<file path="src/loop_pkg.sv">
package loop_pkg;

	// Core count and datapath widths
	localparam int N_CORE = 4;
	localparam int GC_WIDTH = 32;
	localparam int CNT_WIDTH = 16;
	localparam int GRANT_WIDTH = $clog2(N_CORE + 1);

	// AXI4-Lite geometry
	localparam int AXI_ADDR_WIDTH = 5;
	localparam int AXI_DATA_WIDTH = 32;
	localparam int AXI_STRB_WIDTH = AXI_DATA_WIDTH / 8;

	localparam logic [1:0] AXI_RESP_OKAY = 2'b00;
	localparam logic [1:0] AXI_RESP_SLVERR = 2'b10;

	typedef logic signed [GC_WIDTH-1:0] gc_t;
	typedef logic signed [GC_WIDTH-1:0] gd_t;
	typedef logic [CNT_WIDTH-1:0] cnt_t;
	typedef logic [N_CORE-1:0] core_vec_t;
	typedef logic [GRANT_WIDTH-1:0] grant_cnt_t;
	typedef logic [AXI_ADDR_WIDTH-1:0] axi_addr_t;
	typedef logic [AXI_DATA_WIDTH-1:0] axi_data_t;
	typedef logic [AXI_STRB_WIDTH-1:0] axi_strb_t;

	// Register map, byte offsets
	localparam axi_addr_t REG_CTRL = 5'h00;
	localparam axi_addr_t REG_STATUS = 5'h04;
	localparam axi_addr_t REG_BASE = 5'h08;
	localparam axi_addr_t REG_STRIDE = 5'h0C;
	localparam axi_addr_t REG_COUNT = 5'h10;
	localparam axi_addr_t REG_REMAIN = 5'h14;

	typedef enum logic [1:0] {
		IDLE,
		RUN,
		DRAIN
	} fork_state_t;

endpackage

</file>
<file path="src/fork_cfg_if.sv">
`timescale 1ns/10ps

interface fork_cfg_if;

	// Loop setup from the register block
	logic start;
	loop_pkg::gc_t base;
	loop_pkg::gd_t stride;
	loop_pkg::cnt_t count;

	// Status back toward software
	logic busy;
	logic done_pulse;
	loop_pkg::cnt_t remain;

	modport regs (
		output start, base, stride, count,
		input busy, done_pulse, remain
	);

	modport ctrl (
		input start,
		output busy, done_pulse
	);

	modport alloc (
		input start, base, stride
	);

	modport cnt (
		input start, count,
		output remain
	);

endinterface

</file>
<file path="src/axil_fork_regs.sv">
`timescale 1ns/10ps

module axil_fork_regs (
	input logic clk,
	input logic arst_n,

	input loop_pkg::axi_addr_t awaddr,
	input logic awvalid,
	output logic awready,
	input loop_pkg::axi_data_t wdata,
	input loop_pkg::axi_strb_t wstrb,
	input logic wvalid,
	output logic wready,
	output logic [1:0] bresp,
	output logic bvalid,
	input logic bready,

	input loop_pkg::axi_addr_t araddr,
	input logic arvalid,
	output logic arready,
	output loop_pkg::axi_data_t rdata,
	output logic [1:0] rresp,
	output logic rvalid,
	input logic rready,

	fork_cfg_if.regs cfg
);

	logic aw_accept;
	logic ar_accept;
	logic ctrl_start;
	loop_pkg::axi_addr_t aw_word;
	loop_pkg::axi_addr_t ar_word;
	loop_pkg::gc_t base_q;
	loop_pkg::gd_t stride_q;
	loop_pkg::cnt_t count_q;
	logic done_q;
	loop_pkg::axi_data_t rd_mux;

	function automatic logic is_mapped(input loop_pkg::axi_addr_t word);
		case (word)
			loop_pkg::REG_CTRL, loop_pkg::REG_STATUS, loop_pkg::REG_BASE,
			loop_pkg::REG_STRIDE, loop_pkg::REG_COUNT, loop_pkg::REG_REMAIN:
				return 1'b1;
			default:
				return 1'b0;
		endcase
	endfunction

	// Byte lanes with a strobe take the new data
	function automatic loop_pkg::axi_data_t merge_strb(
		input loop_pkg::axi_data_t old_val,
		input loop_pkg::axi_data_t new_val,
		input loop_pkg::axi_strb_t strb
	);
		loop_pkg::axi_data_t res;
		res = old_val;
		for (int b = 0; b < loop_pkg::AXI_STRB_WIDTH; b++) begin
			if (strb[b]) begin
				res[8*b +: 8] = new_val[8*b +: 8];
			end
		end
		return res;
	endfunction

	// Low address bits are ignored
	assign aw_word = {awaddr[loop_pkg::AXI_ADDR_WIDTH-1:2], 2'b00};
	assign ar_word = {araddr[loop_pkg::AXI_ADDR_WIDTH-1:2], 2'b00};

	// One write in flight at a time
	assign aw_accept = awvalid && wvalid && !bvalid;
	assign awready = aw_accept;
	assign wready = aw_accept;

	assign ar_accept = arvalid && !rvalid;
	assign arready = ar_accept;

	// Start only from idle; a start while busy is dropped silently
	assign ctrl_start = aw_accept && (aw_word == loop_pkg::REG_CTRL)
		&& wstrb[0] && wdata[0] && !cfg.busy;

	assign cfg.start = ctrl_start;
	assign cfg.base = base_q;
	assign cfg.stride = stride_q;
	assign cfg.count = count_q;

	always_ff @(posedge clk or negedge arst_n) begin
		if (!arst_n) begin
			base_q <= '0;
			stride_q <= '0;
			count_q <= '0;
		end else if (aw_accept) begin
			case (aw_word)
				loop_pkg::REG_BASE:
					base_q <= loop_pkg::gc_t'(merge_strb(base_q, wdata, wstrb));
				loop_pkg::REG_STRIDE:
					stride_q <= loop_pkg::gd_t'(merge_strb(stride_q, wdata, wstrb));
				loop_pkg::REG_COUNT:
					count_q <= loop_pkg::cnt_t'(merge_strb(
						loop_pkg::axi_data_t'(count_q), wdata, wstrb));
				default: ;
			endcase
		end
	end

	// Sticky done, cleared by the next start
	always_ff @(posedge clk or negedge arst_n) begin
		if (!arst_n) begin
			done_q <= 1'b0;
		end else if (ctrl_start) begin
			done_q <= 1'b0;
		end else if (cfg.done_pulse) begin
			done_q <= 1'b1;
		end
	end

	always_ff @(posedge clk or negedge arst_n) begin
		if (!arst_n) begin
			bvalid <= 1'b0;
			rvalid <= 1'b0;
		end else begin
			if (aw_accept) begin
				bvalid <= 1'b1;
			end else if (bready) begin
				bvalid <= 1'b0;
			end
			if (ar_accept) begin
				rvalid <= 1'b1;
			end else if (rready) begin
				rvalid <= 1'b0;
			end
		end
	end

	always_comb begin
		rd_mux = '0;
		case (ar_word)
			loop_pkg::REG_STATUS: rd_mux = {30'd0, done_q, cfg.busy};
			loop_pkg::REG_BASE:   rd_mux = base_q;
			loop_pkg::REG_STRIDE: rd_mux = stride_q;
			loop_pkg::REG_COUNT:  rd_mux = loop_pkg::axi_data_t'(count_q);
			loop_pkg::REG_REMAIN: rd_mux = loop_pkg::axi_data_t'(cfg.remain);
			default: ;
		endcase
	end

	// Response payload
	always_ff @(posedge clk) begin
		if (aw_accept) begin
			bresp <= is_mapped(aw_word) ? loop_pkg::AXI_RESP_OKAY : loop_pkg::AXI_RESP_SLVERR;
		end
		if (ar_accept) begin
			rdata <= rd_mux;
			rresp <= is_mapped(ar_word) ? loop_pkg::AXI_RESP_OKAY : loop_pkg::AXI_RESP_SLVERR;
		end
	end

endmodule

</file>
<file path="src/fork_ctrl_fsm.sv">
`timescale 1ns/10ps

module fork_ctrl_fsm (
	input logic clk,
	input logic arst_n,
	fork_cfg_if.ctrl cfg,
	input logic remain_zero,
	input loop_pkg::core_vec_t core_idle,
	output logic run
);

	loop_pkg::fork_state_t state;
	loop_pkg::fork_state_t state_next;
	logic all_idle;

	assign all_idle = &core_idle;

	always_comb begin
		state_next = state;
		case (state)
			loop_pkg::IDLE: begin
				if (cfg.start) begin
					state_next = loop_pkg::RUN;
				end
			end
			loop_pkg::RUN: begin
				// Last iteration issued
				if (remain_zero) begin
					state_next = loop_pkg::DRAIN;
				end
			end
			loop_pkg::DRAIN: begin
				// Wait for the cores to finish their work
				if (all_idle) begin
					state_next = loop_pkg::IDLE;
				end
			end
			default: begin
				state_next = loop_pkg::IDLE;
			end
		endcase
	end

	always_ff @(posedge clk or negedge arst_n) begin
		if (!arst_n) begin
			state <= loop_pkg::IDLE;
		end else begin
			state <= state_next;
		end
	end

	assign run = (state == loop_pkg::RUN);
	assign cfg.busy = (state != loop_pkg::IDLE);

	// Single cycle, the one that leaves DRAIN
	assign cfg.done_pulse = (state == loop_pkg::DRAIN) && all_idle;

endmodule

</file>
<file path="src/gc_allocator.sv">
`timescale 1ns/10ps

module gc_allocator (
	input logic clk,
	input logic arst_n,
	fork_cfg_if.alloc cfg,
	input logic run,
	input logic remain_zero,
	input loop_pkg::cnt_t remain,
	input loop_pkg::core_vec_t gc_req,
	output loop_pkg::core_vec_t gc_grant,
	output loop_pkg::gc_t gc_out [loop_pkg::N_CORE],
	output loop_pkg::grant_cnt_t grant_cnt
);

	loop_pkg::gc_t gc_q;
	loop_pkg::gd_t gd_q;
	// Requests seen below each core
	loop_pkg::grant_cnt_t rank [loop_pkg::N_CORE+1];
	// Current index plus k strides
	loop_pkg::gc_t gc_plus [loop_pkg::N_CORE+1];
	logic issue_en;

	assign issue_en = run && !remain_zero;

	always_comb begin
		rank[0] = '0;
		for (int i = 0; i < loop_pkg::N_CORE; i++) begin
			rank[i+1] = rank[i] + loop_pkg::grant_cnt_t'(gc_req[i]);
		end
	end

	always_comb begin
		for (int k = 0; k <= loop_pkg::N_CORE; k++) begin
			gc_plus[k] = gc_q + loop_pkg::gc_t'(k) * gd_q;
		end
	end

	// Lowest requesters win, capped at remain
	always_comb begin
		grant_cnt = '0;
		for (int i = 0; i < loop_pkg::N_CORE; i++) begin
			gc_grant[i] = issue_en && gc_req[i] && (loop_pkg::cnt_t'(rank[i]) < remain);
			gc_out[i] = gc_plus[rank[i]];
			grant_cnt = grant_cnt + loop_pkg::grant_cnt_t'(gc_grant[i]);
		end
	end

	// Stride is latched so a register write mid-run has no effect
	always_ff @(posedge clk or negedge arst_n) begin
		if (!arst_n) begin
			gc_q <= '0;
			gd_q <= '0;
		end else if (cfg.start) begin
			gc_q <= cfg.base;
			gd_q <= cfg.stride;
		end else begin
			gc_q <= gc_plus[grant_cnt];
		end
	end

endmodule

</file>
<file path="src/iter_counter.sv">
`timescale 1ns/10ps

module iter_counter (
	input logic clk,
	input logic arst_n,
	fork_cfg_if.cnt cfg,
	input logic run,
	input loop_pkg::grant_cnt_t grant_cnt,
	output logic remain_zero
);

	loop_pkg::cnt_t remain_q;

	// Iterations still to issue
	always_ff @(posedge clk or negedge arst_n) begin
		if (!arst_n) begin
			remain_q <= '0;
		end else if (cfg.start) begin
			remain_q <= cfg.count;
		end else if (run) begin
			// Allocator never grants more than remain
			remain_q <= remain_q - loop_pkg::cnt_t'(grant_cnt);
		end
	end

	assign cfg.remain = remain_q;
	assign remain_zero = (remain_q == '0);

endmodule

</file>
<file path="src/loop_dispatch_top.sv">
`timescale 1ns/10ps

module loop_dispatch_top (
	input logic clk,
	input logic arst_n,

	// AXI4-Lite slave
	input loop_pkg::axi_addr_t awaddr,
	input logic awvalid,
	output logic awready,
	input loop_pkg::axi_data_t wdata,
	input loop_pkg::axi_strb_t wstrb,
	input logic wvalid,
	output logic wready,
	output logic [1:0] bresp,
	output logic bvalid,
	input logic bready,
	input loop_pkg::axi_addr_t araddr,
	input logic arvalid,
	output logic arready,
	output loop_pkg::axi_data_t rdata,
	output logic [1:0] rresp,
	output logic rvalid,
	input logic rready,

	// Worker cores
	input loop_pkg::core_vec_t gc_req,
	input loop_pkg::core_vec_t core_idle,
	output loop_pkg::core_vec_t gc_grant,
	output loop_pkg::gc_t gc_out [loop_pkg::N_CORE]
);

	logic run;
	logic remain_zero;
	loop_pkg::grant_cnt_t grant_cnt;

	fork_cfg_if cfg_if ();

	axil_fork_regs axil_fork_regs_i (
		.clk,
		.arst_n,
		.awaddr,
		.awvalid,
		.awready,
		.wdata,
		.wstrb,
		.wvalid,
		.wready,
		.bresp,
		.bvalid,
		.bready,
		.araddr,
		.arvalid,
		.arready,
		.rdata,
		.rresp,
		.rvalid,
		.rready,
		.cfg(cfg_if.regs)
	);

	fork_ctrl_fsm fork_ctrl_fsm_i (
		.clk,
		.arst_n,
		.cfg(cfg_if.ctrl),
		.remain_zero,
		.core_idle,
		.run
	);

	iter_counter iter_counter_i (
		.clk,
		.arst_n,
		.cfg(cfg_if.cnt),
		.run,
		.grant_cnt,
		.remain_zero
	);

	// Remain comes straight off the interface
	gc_allocator gc_allocator_i (
		.clk,
		.arst_n,
		.cfg(cfg_if.alloc),
		.run,
		.remain_zero,
		.remain(cfg_if.remain),
		.gc_req,
		.gc_grant,
		.gc_out,
		.grant_cnt
	);

endmodule

</file>
<file path="config.mk">
export PLATFORM = sky130hd
export DESIGN_NAME = loop_dispatch_top
export DESIGN_NICKNAME = d
export VERILOG_FILES = /design/src/loop_pkg.sv /design/src/fork_cfg_if.sv /design/src/axil_fork_regs.sv /design/src/fork_ctrl_fsm.sv /design/src/gc_allocator.sv /design/src/iter_counter.sv /design/src/loop_dispatch_top.sv
export SDC_FILE = /design/constraint.sdc
export NUM_CORES = 1
export LEC_CHECK = 0
export BUFFER_PORTS_ARGS = -buffer_cell sky130_fd_sc_hd__buf_4
export CORE_UTILIZATION = 55
export CTS_CLUSTER_DIAMETER = 80
export DETAILED_ROUTE_END_ITERATION = 10
export GPL_TIMING_DRIVEN = 0
export PLACE_DENSITY_LB_ADDON = 0.1
export REMOVE_ABC_BUFFERS = 1
export SLEW_MARGIN = 30
export SYNTH_ARGS = -nofsm -noshare
export SYNTH_HDL_FRONTEND = slang
export SYNTH_SLANG_ARGS = --single-unit
</file>
<file path="constraint.sdc">
create_clock -name clk -period 6.9 [get_ports clk]
set_input_delay 1.38 -clock clk [delete_from_list [all_inputs] [get_ports clk]]
set_output_delay 1.38 -clock clk [all_outputs]
set_load 0.1 [all_outputs]
</file>
==> After elaboration in Yosys (flattened, before gate mapping) <==
Cells that the tools add are included.
{ "word_totals": {"ff_bits": 201, "output_inout_bits": 173, "word_cells": 134} }
{ "classes": {"n_addsub": 10, "n_mul": 1, "order_cmp": 8, "n_eq_ne": 15, "n_mux": 32, "bitwise_logic": 4, "n_reduce_logical": 44} }
{ "op_table": {"columns": ["op", "count"], "rows": [
  ["32-bit binary-select mux with 3-bit select", 4],
  ["32-bit two-way mux", 9],
  ["32-bit case mux with 5 select lines", 1],
  ["32-bit adder", 4],
  ["3-bit AND reduction", 11],
  ["3-bit by 16-bit < comparator with 1-bit output", 2],
  ["3-bit by 32-bit multiplier with 32-bit output (first input constant)", 1],
  ["16-bit two-way mux", 2],
  ["1-bit logical AND", 17],
  ["4-bit greater-or-equal comparator (second input constant)", 4],
  ["16-bit zero test", 1],
  ["1-bit by 16-bit < comparator with 1-bit output", 1],
  ["1-bit by 16-bit < comparator with 1-bit output (first input constant)", 1],
  ["16-bit by 3-bit subtractor with 16-bit output", 1],
  ["3-bit by 2-bit == test with 1-bit output (second input constant)", 4],
  ["3-bit == test (second input constant)", 4],
  ["3-bit NOT with 4-bit output", 3],
  ["6-bit OR reduction", 2],
  ["5-bit zero test", 2],
  ["1-bit two-way mux", 10],
  ["2-bit two-way mux", 5],
  ["2-bit nonzero test", 5],
  ["3-bit by 1-bit adder with 3-bit output", 3],
  ["3-bit by 1-bit == test with 1-bit output (second input constant)", 2],
  ["10 further kinds", 15]
]} }

==> Longest topological paths before layout <==
Gate-level depths: netlist of run 1.
{ "logic_depth": {"word_depth": 13, "mapped_depth": 21, "mapped_depth_nobuf": 20} }

==> Cells and area by module <==
Synthesis of run 1 repeated with hierarchy kept, for this count alone.
{ "unflattened": {"hier_cells": 2218, "hier_area_um2": 20203.1} }
{ "modules_own_cells": {"columns": ["module", "n_inst", "cells_per_inst", "area_per_inst_um2", "seq_area_each_um2"], "rows": [
  ["gc_allocator", 1, 1741, 13683.1, 1601.5],
  ["axil_fork_regs", 1, 353, 5383.9, 3098.0],
  ["iter_counter", 1, 114, 1033.5, 400.4],
  ["fork_ctrl_fsm", 1, 10, 102.6, 50.0]
]} }

==> Worst setup path before layout of run 1 <==
Ideal clock, no wire load.
{ "synth_timing": {"path_type": "flip-flop to output port", "from": "register gc_allocator_i.gc_q[2]", "to": "output port gc_out[31] (netlist name)", "t_arrival_ns": 6.393, "required_ns": 5.520, "path_slack_ns": -0.873, "path_stages_with_launch": 14, "n_path_buf": 0, "cell_sequence": "dfrtp_1 > inv_1 > fa_1 > inv_1 > fa_1 > a211oi_2 > o311ai_4 > o211ai_1 > nor3b_2 > a21o_2 > a311o_1 > nand2_1 > a2111o_1 > o32ai_1"} }
{ "synth_rtl": {"columns": ["element", "line_no", "source"], "rows": [
  ["start: declaration", "gc_allocator.sv:16", "loop_pkg::gc_t gc_q;"],
  ["start signal: assignment", "gc_allocator.sv:55", "gc_q <= cfg.base;"],
  ["start signal: assignment", "gc_allocator.sv:58", "gc_q <= gc_plus[grant_cnt];"],
  ["end: declaration", "loop_dispatch_top.sv:30", "output loop_pkg::gc_t gc_out [loop_pkg::N_CORE]"]
]} }

==> out/metrics.yaml, run 1 <==
seq_area_um2: 5150
grt_pass1_vias: 18742
path_depth: 8
synth.cell_area_um2: 20200
hold_viol_final: 0
maxCapViolCount: 0
async_reset_ff_frac: 0.829
insertion_delay_ns: 0.45
core_um2: 35800
htreeDepth: 4
vias: 20059
wire_per_inst_um: 24.8
postRouteAntennaNets: 0
die_h_um: 193
ys_top_cells_by_area: "dfrtp_1 (20%), ha_1 (10%), mux2_2 (5.3%), nand2_1 (5.1%), edfxtp_1 (5.1%)"
first_iter_violations: 2269
yosysUniqueCellTypes: 103
synth_ff_type: "dfrtp_1"
hpwl_um: 57800
path_max_fanout: 65
pre_cts_slack_ns: -0.864
grt_pass1_wl_um: 112000
yosysMostFrequentCell: "nand2_1"
crit_type: "in2out"
hold-path-endpoint: "gc_allocator_i.gd_q[30]"
routed_wl_um: 74000
rsz0062_at_grt: "false"
die_width_um: 193
syn_area_per_cell_um2: 8.59
timing.slew.headroom: 0.302
worst-path-buf-inv: 4
overflow: 0
fmax_mhz: 150
reg2regPathDepth: 21
final_nets: 2766
io_buffers: 227
cts_max_path_buffers: 2
multi_input_area_um2: 14000
yosys_warnings: 0
fin_crit_sh: 0.965
critical_path.endpoint_type: "output pin"
worstHoldStart: "axil_fork_regs_i.cfg.stride[30]"
synth_top_cell_area_share: 0.205
synth_common_cells: "nand2_1 (276), inv_1 (182), nor2_1 (171)"
violations: "design-rule violations"
crit_arrival_ns: 5.28
grt_usage: 0.390
hold_class: "reg2reg"
clk_pin_slew_worst_paths_ns: 0.07
outcome: "finished with violations"
cpLargestDelayFamily: "buffers and inverters"
grt_max_degree: 83
dieArea_um2: 37400
ioPinCount: 234
startpoint_type: "input port"
rows: 69
antenna_found_initial: 0
synth_seq_cells: 199
worstPathRequired_ns: 5.52
syn_to_final_growth_pct: 14.5
setup-violations-final: 0
cts.hold.buffers_added: 0
cts_root_buffer: "clkbuf_16"
drc: 11
synth_edf_count: 34
r2r-end: "iter_counter_i.cfg.remain[15]"
drt-vias-per-instance: 6.73
fin_skew_ns: 0.0139
dr.pass1.iters: 9
synth_cells: 2348
rr_startpoint: "iter_counter_i.cfg.remain[8]"
tightest_slew_ns: 1.05
worst_slack_ns: 0.241
drv_slew: 0
numPlacedInstances: 2945
critical-path-max-stage-delay_ns: 1.05
stdcell_count: 2981
p_leak_nw: 11.1
worstHoldPathCells: 2
drive_gt1_frac: 0.185
yosysSeqAreaShare: 0.255
reg2reg_slack_ns: 0.45
nFillCells: 3012
initial_core_util: 0.563
synth_top_cell_by_area: "dfrtp_1"
cp_cell_sequence: "buf_6, fa_4, buf_16, inv_1, nor2_4, a221oi_1, a211oi_1, buf_4"
cts.sinks: 199
period_needed_ns: 6.66
cts_buffers: 17
p_per_area_nw_per_um2: 465
gp_congestion: 1.02
cpMaxStageDelayCell: "fa_4"
cts_tree: "built"
num_antenna_cells: 0
ir_drop_v: 0.000593
[metal layers]
layer | wire length, um | track usage | up-vias
met2 | 30700 | 0.568 | 1241
li1 | - | - | 8893
met4 | 2730 | 0.148 | 0
met1 | 32000 | 0.573 | 9767
met5 | 0 | 0 | -
met3 | 8540 | 0.0704 | 158
[flip-flops by register name (all words and copies together), names as in the netlist]
register,flops
axil_fork_regs_i.done_q,1
iter_counter_i.cfg.remain,16
axil_fork_regs_i.bresp,1
axil_fork_regs_i.rresp,1
axil_fork_regs_i.bvalid,1
gc_allocator_i.gc_q,32
axil_fork_regs_i.rdata,32
gc_allocator_i.gd_q,32
axil_fork_regs_i.cfg.base,32
axil_fork_regs_i.cfg.count,16
axil_fork_regs_i.cfg.stride,32
axil_fork_regs_i.rvalid,1
fork_ctrl_fsm_i.state,2
[cell usage in the layout (no fill, tap or decap), types with 37 or more instances in the layout]
master     n
nand2_1  275
buf_4    236
inv_1    180
nor2_1   168
dfrtp_1  165
a21oi_1  160
ha_1     159
o21ai_0  135
mux2_2    95
mux2i_1   88
xnor2_1   63
a21o_1    61
nand3_1   57
xor2_1    37
mux4_2    37
[worst max-delay path by stage]
| stage | from | endpoint | slack [ns] |
|---|---|---|---|
| final | gc_req[0] | gc_out[16] | 0.24 |
| after global routing | gc_allocator_i.gd_q[8] | gc_out[24] | 0.03 |
| after CTS | gc_req[0] | gc_out[16] | 0.0008 |
| after detailed placement | gc_req[0] | iter_counter_i.cfg.remain[10] | -0.86 |
| after global placement | gc_req[0] | iter_counter_i.cfg.remain[10] | -4.47 |
| after floorplan | gc_req[0] | iter_counter_i.cfg.remain[10] | -1.93 |
[through the flow]
stage / area (um2) / utilization / total power, mW / TNS, ns / hold WS [ns]
final: 23100 / 0.644 / 10.7 / 0 / 0.496
after global routing: 23100 / 0.644 / 11.1 / 0 / 0.526
after CTS: 23000 / 0.643 / 10.6 / 0 / 0.497
after detailed placement: 22400 / 0.625 / 9.54 / -7.86 / 0.479
after global placement: 22000 / 0.614 / 9.42 / -267.27 / 0.468
after floorplan: 19700 / - / 7.59 / -109.13 / 0.451
[power by group]
part | internal [mW] | total (mW) | switching, mW
registers | 1.44 | 1.94 | 0.502
logic | 2.10 | 7.80 | 5.70
clock network | 0.505 | 0.997 | 0.492
total | 4.05 | 10.7 | 6.69
[worst min-delay path, stage by stage (launching register included)]
cell     delay (ns)
dfrtp_1        0.36
nand2_1        0.06
nand2_1        0.05
[kinds of logic (layout without fill, tap and decap cells)]
logic type,after synthesis,in the layout,share of synthesized area
simple gates,688,688,0.156
fa+ha+maj,198,198,0.136
flops,199,199,0.255
xor+xnor,101,101,0.0439
mux,220,220,0.138
compound gates,643,643,0.213
other cells,1,2,0.000186
buf+inv,298,469,0.0565
[cell type report]
class,count,area share
Clock inverter,12,0.00477
Inverter,184,0.0301
Sequential cell,199,0.223
Multi-Input combinational cell,1852,0.606
Clock buffer,20,0.0203
Timing Repair Buffer,253,0.0909
Tap cell,461,0.0250
[what timing repair did]
item                       4_1_cts  5_1_grt
resized for setup                4        7
setup buffers                    4        0
pin swaps                        1        0
setup endpoints to repair       11       16
hold endpoints to repair         0        0
No activity file was read; power rests on OpenSTA's default activity.
==> inputs of run 2 (changes only) <==
Clock period 6.9 ns to 8.35 ns, I/O delays scaled along.
==> out/metrics.yaml, run 2 (same netlist as run 1, synthesis figures left out) <==
tightest_slew_ns: 1.04  # -0.00492 ns
gp_congestion: 1.02  # unchanged
power_mw: 8.86  # -17%
grt_pass1_vias: 18704  # -0.20%
cts_tree: "built"
fmax_mhz: 128
pwr-share-seq: 0.181  # about the same
dr.pass1.iters: 11  # +2
layout_common_cells: "nand2_1 (276), buf_4 (234), inv_1 (181)"
io_buffers: 227  # unchanged
tns_ns: 0  # unchanged
drv_slew: 0  # unchanged
rsz0062_at_grt: "false"
overflow: 0  # unchanged
p_per_area_nw_per_um2: 386  # -17%
cts.hold.buffers_added: 0  # unchanged
setup-violations-final: 0  # unchanged
cts-resized-gates: 0  # -4
cts_setup_buffers: 0  # -4
cts_max_path_buffers: 2  # unchanged
first_iter_violations: 2352  # +3.7%
vias: 19922  # -0.68%
path_max_fanout: 65  # unchanged
drt-vias-per-instance: 6.69  # -0.55%
routed_wl_um: 73700  # -0.35%
rows: 69  # unchanged
syn_to_final_growth_pct: 14.0
cts_root_buffer: "clkbuf_16"
insertion_delay_ns: 0.44  # about the same
die_width_um: 193  # unchanged
ioPinCount: 234  # unchanged
p_leak_nw: 11.0  # -0.29%
outcome: "finished with violations"
cts_buffers: 17  # unchanged
cts.sinks: 199  # unchanged
fin_crit_sh: 0.936
core_um2: 35800  # unchanged
postRouteAntennaNets: 0  # unchanged
drc: 11  # unchanged
reg2reg_slack_ns: 1.15  # +0.70 ns
clk_pin_slew_worst_paths_ns: 0.07  # about the same
dieArea_um2: 37400  # unchanged
critical_path.endpoint_type: "register"
drive_gt1_frac: 0.182  # -0.00328
grt_usage: 0.388  # -0.00217
crit_arrival_ns: 8.12  # +2.84 ns
worstPathRequired_ns: 8.65  # +3.13 ns
grt_max_degree: 83  # unchanged
cellInternalPower_mw: 3.34  # -18%
maxCapViolCount: 0  # unchanged
worst_slack_ns: 0.536  # +0.296 ns
clkPwrFrac: 0.093  # about the same
violations: "design-rule violations"
initial_core_util: 0.563  # unchanged
layout_commonest_cell: "nand2_1"
pre_cts_slack_ns: 0.296  # +1.16 ns
hold_class: "reg2reg"
hpwl_um: 57800  # unchanged
p_comb_frac: 0.726  # about the same
grt_pass1_wl_um: 111000  # -0.40%
antenna_found_initial: 0  # unchanged
startpoint_type: "input port"
ir_drop_v: 0.000490  # -17%
crit_type: "in2reg"
p_sw_frac: 0.624  # about the same
final_util: 0.642  # -0.00276
num_antenna_cells: 0  # unchanged
htreeDepth: 4  # unchanged
period_needed_ns: 7.81
wire_per_inst_um: 24.8  # -0.22%
die_h_um: 193  # unchanged
fin_skew_ns: 0.0149  # +0.000993 ns
final_nets: 2762  # -0.14%
hold_viol_final: 0  # unchanged
switching_power_mw: 5.53  # -17%
timing.slew.headroom: 0.305  # +0.00328
[run 2: metrics by stage]
stage | instance area [um2] | hold WS, ns | instances
final | 23000 | 0.494 | 2977
after global placement | 22000 | 0.468 | 2923
after CTS | 23000 | 0.497 | 2977
after floorplan | 19700 | 0.451 | 2235
after detailed placement | 22400 | 0.479 | 2945
after global routing | 23000 | 0.526 | 2977
[run 2: layer usage]
layer / GRT usage / share of wire / vias up
met3: 0.0692 / 0.12 / 157
met5: 0 / 0 / -
met1: 0.571 / 0.43 / 9641
li1: - / - / 8885
met4: 0.140 / 0.034 / 0
met2: 0.567 / 0.42 / 1239
[run 2: path summary, 6_finish.rpt]
kind                                                      start  cells after the start                       endpoint
worst max-delay path                                  gc_req[0]                     17  iter_counter_i.cfg.remain[10]
min in group asynchronous                                arst_n                      1  axil_fork_regs_i.cfg.count[5]
worst max register to register     iter_counter_i.cfg.remain[8]                     17  iter_counter_i.cfg.remain[10]
worst min-delay path            axil_fork_regs_i.cfg.stride[30]                      2        gc_allocator_i.gd_q[30]
worst min register to register  axil_fork_regs_i.cfg.stride[30]                      2        gc_allocator_i.gd_q[30]
max in group asynchronous                                arst_n                      3        gc_allocator_i.gd_q[31]
[run 2: layout make-up]
type | instances | area [um2]
Tap cell | 461 | 577
Multi-Input combinational cell | 1852 | 13900
Sequential cell | 199 | 5150
Clock inverter | 12 | 110
Fill cell | 3022 | 12800
Inverter | 184 | 691
Clock buffer | 20 | 468
Timing Repair Buffer | 249 | 2040
[run 2: critical path: stages]
cell      delay, ns
buf_4          0.53
ha_4           0.45
buf_12         0.26
ha_1           0.20
ha_2           0.50
ha_1           0.23
a21oi_1        0.04
o21ai_0        0.14
nor2_1         0.11
fa_1           0.46
ha_4           0.70
inv_1          0.60
fa_1           0.61
a21boi_0       0.65
nand2_1        0.37
o311ai_0       0.37
o211ai_1       0.13
[run 2: power by group through the flow]
stage / logic (mW) / clock network, mW / registers (mW)
after global placement: 6.21 / 0 / 1.58
after global routing: 6.72 / 0.862 / 1.61
after detailed placement: 6.29 / 0 / 1.59
after floorplan: 4.26 / 0 / 2.02
after CTS: 6.32 / 0.824 / 1.57
final: 6.43 / 0.825 / 1.60
